File: config.mk
export PLATFORM = sky130hd
export DESIGN_NAME = axil_subsystem
export DESIGN_NICKNAME = d
export VERILOG_FILES = /design/src/design/axil_pkg.sv /design/src/design/axil_addr_decoder.sv /design/src/design/axil_master.sv /design/src/design/axil_reg_bank.sv /design/src/design/axil_resp_mux.sv /design/src/design/axil_subsystem.sv
export VERILOG_INCLUDE_DIRS = /design/src /design/src/design
export SDC_FILE = /design/constraint.sdc
export NUM_CORES = 2
export LEC_CHECK = 0
export BUFFER_PORTS_ARGS = -buffer_cell sky130_fd_sc_hd__buf_4
export CAP_MARGIN = 5
export CORE_MARGIN = 2
export CORE_UTILIZATION = 40
export DETAILED_ROUTE_END_ITERATION = 6
export PLACE_DENSITY = 0.64
export SKIP_LAST_GASP = 1
export SLEW_MARGIN = 15
export SYNTH_ARGS = -nofsm -noshare
export SYNTH_HDL_FRONTEND = slang
export SYNTH_SLANG_ARGS = --single-unit
File: constraint.sdc
create_clock -name clk_i -period 5.73 [get_ports clk_i]
set_input_delay 1.146 -clock clk_i [delete_from_list [all_inputs] [get_ports clk_i]]
set_output_delay 1.146 -clock clk_i [all_outputs]
set_load 0.05 [all_outputs]
File: src/design/axil_consts.svh
`ifndef AXIL_CONSTS_SVH
`define AXIL_CONSTS_SVH

// Bus widths
`define AXIL_AW 12
`define AXIL_DW 32

// Bank array
`define AXIL_NUM_BANKS 4
`define AXIL_BANK_LSB  8
`define AXIL_BANK_W    2

// Word layout inside one bank
`define AXIL_REGS      16
`define AXIL_WORD_LSB  2
`define AXIL_WORD_W    4

// Bits that must be zero for an implemented word
`define AXIL_RANGE_LSB 6
`define AXIL_RANGE_MSB 7

`endif

File: src/design/axil_pkg.sv
`include "axil_consts.svh"

package axil_pkg;

    // Only the two codes this design returns
    typedef enum logic [1:0] {
        OKAY   = 2'b00,
        SLVERR = 2'b10
    } axil_resp_e;

    // Everything a manager drives
    typedef struct packed {
        logic                aw_valid;
        logic [`AXIL_AW-1:0] aw_addr;
        logic                w_valid;
        logic [`AXIL_DW-1:0] w_data;
        logic                ar_valid;
        logic [`AXIL_AW-1:0] ar_addr;
        logic                b_ready;
        logic                r_ready;
    } axil_req_t;

    // Everything a subordinate drives
    typedef struct packed {
        logic                aw_ready;
        logic                w_ready;
        logic                ar_ready;
        logic                b_valid;
        axil_resp_e          b_resp;
        logic                r_valid;
        logic [`AXIL_DW-1:0] r_data;
        axil_resp_e          r_resp;
    } axil_rsp_t;

    // R channel payload
    typedef struct packed {
        logic [`AXIL_DW-1:0] data;
        axil_resp_e          resp;
    } axil_r_t;

    // B channel payload
    typedef struct packed {
        axil_resp_e resp;
    } axil_b_t;

endpackage

File: src/design/axil_addr_decoder.sv
`timescale 1ns/1ps
`include "axil_consts.svh"

module axil_addr_decoder (
    input  logic                    clk_i,
    input  logic                    rst_ni,
    input  axil_pkg::axil_req_t     mst_req,
    output axil_pkg::axil_rsp_t     mst_rsp_ready,
    output axil_pkg::axil_req_t     bank_req [`AXIL_NUM_BANKS],
    input  axil_pkg::axil_rsp_t     bank_rsp [`AXIL_NUM_BANKS],
    output logic [`AXIL_BANK_W-1:0] rd_sel,
    output logic [`AXIL_BANK_W-1:0] wr_sel
);

    logic [`AXIL_BANK_W-1:0] aw_bank;
    logic [`AXIL_BANK_W-1:0] ar_bank;
    logic                    aw_fire;
    logic                    ar_fire;

    // Bank index sits right above the in-bank offset
    assign aw_bank = mst_req.aw_addr[`AXIL_BANK_LSB +: `AXIL_BANK_W];
    assign ar_bank = mst_req.ar_addr[`AXIL_BANK_LSB +: `AXIL_BANK_W];

    always_comb begin
        for (int i = 0; i < `AXIL_NUM_BANKS; i++) begin
            bank_req[i]          = mst_req;
            bank_req[i].aw_valid = mst_req.aw_valid && (aw_bank == `AXIL_BANK_W'(i));
            // W always belongs to the bank of its AW
            bank_req[i].w_valid  = mst_req.w_valid && (aw_bank == `AXIL_BANK_W'(i));
            bank_req[i].ar_valid = mst_req.ar_valid && (ar_bank == `AXIL_BANK_W'(i));
            // Response readies are steered by the response muxes
            bank_req[i].b_ready  = 1'b0;
            bank_req[i].r_ready  = 1'b0;
        end
    end

    always_comb begin
        mst_rsp_ready          = '0;
        mst_rsp_ready.aw_ready = bank_rsp[aw_bank].aw_ready;
        mst_rsp_ready.w_ready  = bank_rsp[aw_bank].w_ready;
        mst_rsp_ready.ar_ready = bank_rsp[ar_bank].ar_ready;
    end

    assign aw_fire = mst_req.aw_valid && mst_rsp_ready.aw_ready;
    assign ar_fire = mst_req.ar_valid && mst_rsp_ready.ar_ready;

    // Remember which bank owes the B and the R
    always_ff @(posedge clk_i) begin
        if (!rst_ni) begin
            wr_sel <= '0;
            rd_sel <= '0;
        end else begin
            if (aw_fire) begin
                wr_sel <= aw_bank;
            end
            if (ar_fire) begin
                rd_sel <= ar_bank;
            end
        end
    end

endmodule

File: src/design/axil_master.sv
`timescale 1ns/1ps
`include "axil_consts.svh"

module axil_master (
    input  logic                 clk_i,
    input  logic                 rst_ni,
    input  logic                 re,
    input  logic                 we,
    input  logic [`AXIL_AW-1:0]  addr,
    input  logic [`AXIL_DW-1:0]  wdata,
    output logic                 busy,
    output logic                 done,
    output logic [`AXIL_DW-1:0]  rdata,
    output axil_pkg::axil_resp_e resp,
    output axil_pkg::axil_req_t  req,
    input  axil_pkg::axil_rsp_t  rsp
);

    typedef enum logic [2:0] {IDLE, WRITE, WRESP, RADDR, RDATA} state_e;

    state_e              state_q;
    state_e              state_d;
    logic                cmd_pending_q;
    logic                cmd_write_q;
    logic [`AXIL_AW-1:0] addr_q;
    logic [`AXIL_DW-1:0] wdata_q;
    logic                accept;
    logic                aw_fire;
    logic                w_fire;
    logic                ar_fire;
    logic                b_fire;
    logic                r_fire;

    // One command at a time, the second pulse of a pair is dropped
    assign accept = (re || we) && (state_q == IDLE) && !cmd_pending_q;
    assign busy   = (state_q != IDLE);

    always_ff @(posedge clk_i) begin
        if (!rst_ni) begin
            cmd_pending_q <= 1'b0;
            cmd_write_q   <= 1'b0;
        end else if (accept) begin
            cmd_pending_q <= 1'b1;
            // Write wins when both strobes arrive together
            cmd_write_q   <= we;
        end else if (cmd_pending_q) begin
            cmd_pending_q <= 1'b0;
        end
    end

    // Latched so the caller holds addr/wdata for one cycle only
    always_ff @(posedge clk_i) begin
        if (accept) begin
            addr_q  <= addr;
            wdata_q <= wdata;
        end
    end

    always_comb begin
        req          = '0;
        req.aw_valid = (state_q == WRITE);
        req.aw_addr  = addr_q;
        req.w_valid  = (state_q == WRITE);
        req.w_data   = wdata_q;
        req.ar_valid = (state_q == RADDR);
        req.ar_addr  = addr_q;
        req.b_ready  = (state_q == WRESP);
        req.r_ready  = (state_q == RDATA);
    end

    assign aw_fire = req.aw_valid && rsp.aw_ready;
    assign w_fire  = req.w_valid && rsp.w_ready;
    assign ar_fire = req.ar_valid && rsp.ar_ready;
    assign b_fire  = req.b_ready && rsp.b_valid;
    assign r_fire  = req.r_ready && rsp.r_valid;

    always_comb begin
        state_d = state_q;
        case (state_q)
            IDLE: begin
                if (cmd_pending_q) begin
                    state_d = cmd_write_q ? WRITE : RADDR;
                end
            end
            // AW and W go out together and complete together
            WRITE: if (aw_fire && w_fire) state_d = WRESP;
            WRESP: if (b_fire) state_d = IDLE;
            RADDR: if (ar_fire) state_d = RDATA;
            RDATA: if (r_fire) state_d = IDLE;
            default: state_d = IDLE;
        endcase
    end

    always_ff @(posedge clk_i) begin
        if (!rst_ni) begin
            state_q <= IDLE;
        end else begin
            state_q <= state_d;
        end
    end

    always_ff @(posedge clk_i) begin
        if (!rst_ni) begin
            done <= 1'b0;
        end else begin
            done <= b_fire || r_fire;
        end
    end

    // Result stays put until the next completion
    always_ff @(posedge clk_i) begin
        if (r_fire) begin
            rdata <= rsp.r_data;
            resp  <= rsp.r_resp;
        end else if (b_fire) begin
            resp  <= rsp.b_resp;
        end
    end

endmodule

File: src/design/axil_reg_bank.sv
`timescale 1ns/1ps
`include "axil_consts.svh"

module axil_reg_bank (
    input  logic                clk_i,
    input  logic                rst_ni,
    input  axil_pkg::axil_req_t req,
    output axil_pkg::axil_rsp_t rsp
);

    logic [`AXIL_DW-1:0]     regs [`AXIL_REGS];
    logic [`AXIL_WORD_W-1:0] w_idx;
    logic [`AXIL_WORD_W-1:0] r_idx;
    logic                    w_in_range;
    logic                    r_in_range;
    logic                    wr_fire;
    logic                    rd_fire;
    logic                    b_valid_q;
    logic                    r_valid_q;
    axil_pkg::axil_resp_e    b_resp_q;
    axil_pkg::axil_resp_e    r_resp_q;
    logic [`AXIL_DW-1:0]     r_data_q;

    assign w_idx      = req.aw_addr[`AXIL_WORD_LSB +: `AXIL_WORD_W];
    assign r_idx      = req.ar_addr[`AXIL_WORD_LSB +: `AXIL_WORD_W];
    // Upper offset bits select words that do not exist
    assign w_in_range = (req.aw_addr[`AXIL_RANGE_MSB:`AXIL_RANGE_LSB] == '0);
    assign r_in_range = (req.ar_addr[`AXIL_RANGE_MSB:`AXIL_RANGE_LSB] == '0);

    // AW and W only go in as a pair, and only with no B outstanding
    always_comb begin
        rsp          = '0;
        rsp.aw_ready = !b_valid_q && req.w_valid;
        rsp.w_ready  = !b_valid_q && req.aw_valid;
        rsp.ar_ready = !r_valid_q;
        rsp.b_valid  = b_valid_q;
        rsp.b_resp   = b_resp_q;
        rsp.r_valid  = r_valid_q;
        rsp.r_data   = r_data_q;
        rsp.r_resp   = r_resp_q;
    end

    assign wr_fire = req.aw_valid && req.w_valid && rsp.aw_ready;
    assign rd_fire = req.ar_valid && rsp.ar_ready;

    always_ff @(posedge clk_i) begin
        if (!rst_ni) begin
            b_valid_q <= 1'b0;
            r_valid_q <= 1'b0;
        end else begin
            if (wr_fire) begin
                b_valid_q <= 1'b1;
            end else if (b_valid_q && req.b_ready) begin
                b_valid_q <= 1'b0;
            end
            if (rd_fire) begin
                r_valid_q <= 1'b1;
            end else if (r_valid_q && req.r_ready) begin
                r_valid_q <= 1'b0;
            end
        end
    end

    // Register file comes out of reset all zero
    always_ff @(posedge clk_i) begin
        if (!rst_ni) begin
            for (int i = 0; i < `AXIL_REGS; i++) begin
                regs[i] <= '0;
            end
        end else if (wr_fire && w_in_range) begin
            regs[w_idx] <= req.w_data;
        end
    end

    // Response payloads, held while the valid waits for ready
    always_ff @(posedge clk_i) begin
        if (wr_fire) begin
            b_resp_q <= w_in_range ? axil_pkg::OKAY : axil_pkg::SLVERR;
        end
        if (rd_fire) begin
            r_data_q <= r_in_range ? regs[r_idx] : '0;
            r_resp_q <= r_in_range ? axil_pkg::OKAY : axil_pkg::SLVERR;
        end
    end

endmodule

File: src/design/axil_resp_mux.sv
`timescale 1ns/1ps

module axil_resp_mux #(
    parameter type payload_t = logic,
    parameter int  N         = 4
) (
    input  logic [$clog2(N)-1:0] sel,
    input  logic                 in_valid   [N],
    input  payload_t             in_payload [N],
    output logic                 in_ready   [N],
    output logic                 out_valid,
    output payload_t             out_payload,
    input  logic                 out_ready
);

    // Selected channel straight through
    always_comb begin
        out_valid   = in_valid[sel];
        out_payload = in_payload[sel];
    end

    // Ready goes back to the selected input only, others see zero
    always_comb begin
        for (int i = 0; i < N; i++) begin
            in_ready[i] = out_ready && (int'(sel) == i);
        end
    end

endmodule

File: src/design/axil_subsystem.sv
`timescale 1ns/1ps
`include "axil_consts.svh"

module axil_subsystem (
    input  logic                 clk_i,
    input  logic                 rst_ni,
    input  logic                 re,
    input  logic                 we,
    input  logic [`AXIL_AW-1:0]  addr,
    input  logic [`AXIL_DW-1:0]  wdata,
    output logic                 busy,
    output logic                 done,
    output logic [`AXIL_DW-1:0]  rdata,
    output axil_pkg::axil_resp_e resp
);

    axil_pkg::axil_req_t     mst_req;
    axil_pkg::axil_rsp_t     mst_rsp;
    axil_pkg::axil_rsp_t     dec_rsp;
    axil_pkg::axil_req_t     dec_req   [`AXIL_NUM_BANKS];
    axil_pkg::axil_req_t     bank_req  [`AXIL_NUM_BANKS];
    axil_pkg::axil_rsp_t     bank_rsp  [`AXIL_NUM_BANKS];
    logic [`AXIL_BANK_W-1:0] rd_sel;
    logic [`AXIL_BANK_W-1:0] wr_sel;
    logic                    r_in_valid [`AXIL_NUM_BANKS];
    axil_pkg::axil_r_t       r_in_data  [`AXIL_NUM_BANKS];
    logic                    r_in_ready [`AXIL_NUM_BANKS];
    logic                    b_in_valid [`AXIL_NUM_BANKS];
    axil_pkg::axil_b_t       b_in_data  [`AXIL_NUM_BANKS];
    logic                    b_in_ready [`AXIL_NUM_BANKS];
    logic                    r_out_valid;
    axil_pkg::axil_r_t       r_out_data;
    logic                    b_out_valid;
    axil_pkg::axil_b_t       b_out_data;

    axil_master i_master (
        .clk_i  (clk_i),
        .rst_ni (rst_ni),
        .re     (re),
        .we     (we),
        .addr   (addr),
        .wdata  (wdata),
        .busy   (busy),
        .done   (done),
        .rdata  (rdata),
        .resp   (resp),
        .req    (mst_req),
        .rsp    (mst_rsp)
    );

    axil_addr_decoder i_decoder (
        .clk_i         (clk_i),
        .rst_ni        (rst_ni),
        .mst_req       (mst_req),
        .mst_rsp_ready (dec_rsp),
        .bank_req      (dec_req),
        .bank_rsp      (bank_rsp),
        .rd_sel        (rd_sel),
        .wr_sel        (wr_sel)
    );

    // Request readies from the decoder, responses from the muxes
    always_comb begin
        mst_rsp         = dec_rsp;
        mst_rsp.b_valid = b_out_valid;
        mst_rsp.b_resp  = b_out_data.resp;
        mst_rsp.r_valid = r_out_valid;
        mst_rsp.r_data  = r_out_data.data;
        mst_rsp.r_resp  = r_out_data.resp;
    end

    // Per-bank wiring between decoder, banks and muxes
    always_comb begin
        for (int i = 0; i < `AXIL_NUM_BANKS; i++) begin
            bank_req[i]         = dec_req[i];
            bank_req[i].b_ready = b_in_ready[i];
            bank_req[i].r_ready = r_in_ready[i];
            r_in_valid[i]       = bank_rsp[i].r_valid;
            r_in_data[i]        = '{data: bank_rsp[i].r_data, resp: bank_rsp[i].r_resp};
            b_in_valid[i]       = bank_rsp[i].b_valid;
            b_in_data[i]        = '{resp: bank_rsp[i].b_resp};
        end
    end

    for (genvar i = 0; i < `AXIL_NUM_BANKS; i++) begin : g_bank
        axil_reg_bank i_bank (
            .clk_i  (clk_i),
            .rst_ni (rst_ni),
            .req    (bank_req[i]),
            .rsp    (bank_rsp[i])
        );
    end

    axil_resp_mux #(
        .payload_t (axil_pkg::axil_r_t),
        .N         (`AXIL_NUM_BANKS)
    ) i_r_mux (
        .sel         (rd_sel),
        .in_valid    (r_in_valid),
        .in_payload  (r_in_data),
        .in_ready    (r_in_ready),
        .out_valid   (r_out_valid),
        .out_payload (r_out_data),
        .out_ready   (mst_req.r_ready)
    );

    axil_resp_mux #(
        .payload_t (axil_pkg::axil_b_t),
        .N         (`AXIL_NUM_BANKS)
    ) i_b_mux (
        .sel         (wr_sel),
        .in_valid    (b_in_valid),
        .in_payload  (b_in_data),
        .in_ready    (b_in_ready),
        .out_valid   (b_out_valid),
        .out_payload (b_out_data),
        .out_ready   (mst_req.b_ready)
    );

endmodule

==> impl_metrics.py <==
metrics = {
    "cts": {
        "h-tree-depth": 4,
        "cts_sinks": 2275,
        "cts_made_buffers": 229,
        "insertion_delay_ns": 0.88,
        "post-cts-setup-buffers": 0,
        "cts_resized": 0,
        "root_buffer": "clkbuf_16",
        "clk_path_buf_depth": 3,
        "holdBufCountCts": 0,
        "cts_tree": "built",
        "cts.clk_slew.worst_paths_ns": 0.06,
    },
    "setup_path": {
        "path_cells": "nor4b_2, nand4_1, nor2_2, buf_4, and2_1",
        "critPathRequiredTime_ns": 6.45,
        "end_kind": "flip-flop",
        "cp_max_fo": 17,
        "worstSetupPathType": "reg -> reg",
        "slowest_delay_ns": 1.13,
        "cpMaxStageDelayCell": "nor2_2",
        "startpoint_type": "flip-flop",
        "arrival_ns": 4.88,
    },
    "placement": {
        "post-place-cells": 9012,
        "dp_hpwl_um": 157000,
        "port_buffers": 78,
        "dpl-instance-area_um2": 106000,
        "gp_congestion": 0.805,
    },
    "synth": {
        "postSynthCellCount": 5985,
        "synth_area_leader_cell": "edfxtp_1",
        "synth.most_common_cell": "edfxtp_1",
        "ys.flop_type": "edfxtp_1",
        "netlist.area_leader.share_pct": 67.2,
        "synth_common_cells": "edfxtp_1, and2_1, mux4_2",
        "syn_nets": 6033,
        "synth-seq-cells": 2275,
        "yosysWarnings": 0,
        "yosysSeqAreaShare_pct": 67.5,
        "synth_edf_count": 2257,
        "avgSynthCellArea_um2": 16.9,
        "syn-cell-area_um2": 101000,
        "ys_async_sr_fraction_pct": 0,
        "ys_types": 47,
        "synth.area.top_cells": "edfxtp_1, mux4_2, and2_1, clkbuf_1, buf_2",
    },
    "run_status": {
        "outcome": "finished clean",
    },
    "timing": {
        "holdWs_ns": 0.465,
        "fmax_ghz": 0.241,
        "worst_pin_slew_ns": 1.17,
        "slew_headroom_pct": 21.8,
        "fin_tns_setup_ns": 0,
        "rsz0062_at_grt": "false",
        "finalSetupViolCount": 0,
        "hold_viol_final": 0,
        "final.min_clock_period_ns": 4.16,
        "fin_crit_sh_pct": 72.6,
        "slew_violations": 0,
        "fin_skew_ns": 0.0426,
    },
    "die": {
        "core_um2": 251000,
        "fp.dieH_um": 506,
        "num_rows": 184,
        "initial_utilization_pct": 40.2,
        "io_pins": 84,
        "chipWidth_um": 506,
        "die_area_um2": 256000,
    },
    "detailed_routing": {
        "dr.pass1.iters": 5,
        "drcViolationCount": 0,
        "vias_per_cell": 5.64,
        "wl_per_cell_um": 29.5,
        "finalWirelength_um": 279000,
        "detail-route-antenna-nets": 0,
        "num_vias": 53300,
        "first_iter_violations": 6685,
    },
    "global_routing": {
        "antenna_found_initial": 40,
        "grt_max_degree": 131,
        "grt_overflow_total": 0,
        "grtUsageTotal_pct": 21.6,
        "grt_pass1_vias": 54200,
        "grt_pass1_wl_um": 396000,
    },
    "finish": {
        "finish.utilization_pct": 44.9,
        "final_layout_size_suffix_gt1_share_pct": 23.2,
        "nets": 5945,
        "final_cell_area_um2": 113000,
        "area_growth_pct": 11.8,
        "stdcell_count": 9448,
    },
    "min_path": {
        "min_path_type": "in -> reg",
    },
    "power": {
        "power_density_nw_per_um2": 369,
        "irDropWorstVdd_mv": 0.365,
        "leakage_nw": 39.6,
    },
    "run": {
        "maxCapViolCount": 0,
    },
}
[kinds of logic (layout without fill, tap and decap cells)]
| group | Yosys count | after routing | synth area share (%) |
|---|---|---|---|
| flip-flops | 2275 | 2275 | 67.5 |
| buffers and inverters | 618 | 724 | 2.58 |
| multiplexers | 683 | 683 | 15.2 |
| AO/OA/AOI/OAI | 91 | 91 | 0.505 |
| other | 1 | 10 | 0.00372 |
| AND/OR/NAND/NOR | 2317 | 2317 | 14.2 |
[registers in the layout, summed over array words and instances, names as in the netlist, 4 cells and up]
signal                   count
g_bank.i_bank.b_resp_q       4
g_bank.i_bank.b_valid_q      4
g_bank.i_bank.r_data_q     128
g_bank.i_bank.r_resp_q       4
g_bank.i_bank.r_valid_q      4
g_bank.i_bank.regs        2048
i_master.addr_q              8
i_master.rdata              32
i_master.wdata_q            32
[metrics by stage]
stage / power [mW] / setup slack, ns
3_3_place_gp: 27.7 / 1.51
4_1_cts: 41.8 / 1.71
2_1_floorplan: 24.8 / 0.912
6_report: 41.6 / 1.57
3_5_place_dp: 27.8 / 1.47
5_1_grt: 42.8 / 1.45
[path summary, 6_finish.rpt]
kind,start,end,slack [ns],cells past startpoint
min reg2reg,i_master.cmd_write_q$_SDFFE_PN0P_,i_master.cmd_write_q$_SDFFE_PN0P_,0.54,2
max reg2reg,i_master.state_q[0]$_SDFFE_PN0P_,g_bank[1].i_bank.regs[15][23]$_SDFFCE_PN0P_,1.57,5
min,wdata[16],i_master.wdata_q[16]$_DFFE_PP_,0.47,1
max,i_master.state_q[0]$_SDFFE_PN0P_,g_bank[1].i_bank.regs[15][23]$_SDFFCE_PN0P_,1.57,5
[final cells by class]
cell class / instances / area (um^2)
Multi-Input combinational cell: 3092 / 31000
Timing Repair Buffer: 294 / 2450
Clock buffer: 297 / 6100
Sequential cell: 2275 / 68100
Antenna cell: 9 / 22.5
Fill cell: 21400 / 138000
Tap cell: 3348 / 4190
Clock inverter: 128 / 858
Inverter: 5 / 18.8
[per-layer routing]
metal  GRT usage [%]  part of all wire, %  wire, um  vias up
met2            35.0                   48    134000     2422
met4            6.56                  3.0      8370       14
li1                -                    -         -    22000
met1            29.8                   40    111000    28500
met5               0                0.033        93        -
met3            3.95                  9.0     25100      418
[critical path, delay by kind of cell (launching register included)]
family | cells | cell delay [ns]
buffers and inverters | 1 | 0.42
and+or+nand+nor | 4 | 2.96
DFF | 1 | 0.62
[layout by cell type (no fill, tap or decap), drive strengths merged, types with 14 or more instances in the layout]
| master | netlist | layout |
|---|---|---|
| nand3 | 14 | 14 |
| and2 | 2182 | 2182 |
| clkbuf | 440 | 297 |
| nor2 | 74 | 74 |
| edfxtp | 2257 | 2257 |
| clkinv | 0 | 110 |
| buf | 173 | 294 |
| dfxtp | 18 | 18 |
| mux4 | 677 | 677 |
| o21ai | 67 | 67 |
[power breakdown]
group / switching [mW] / internal, mW
Combinational: 5.06 / 3.12
Sequential: 0.266 / 19.0
Clock: 6.36 / 7.81
Total: 11.7 / 29.9
No activity file was read; power rests on OpenSTA's default activity.
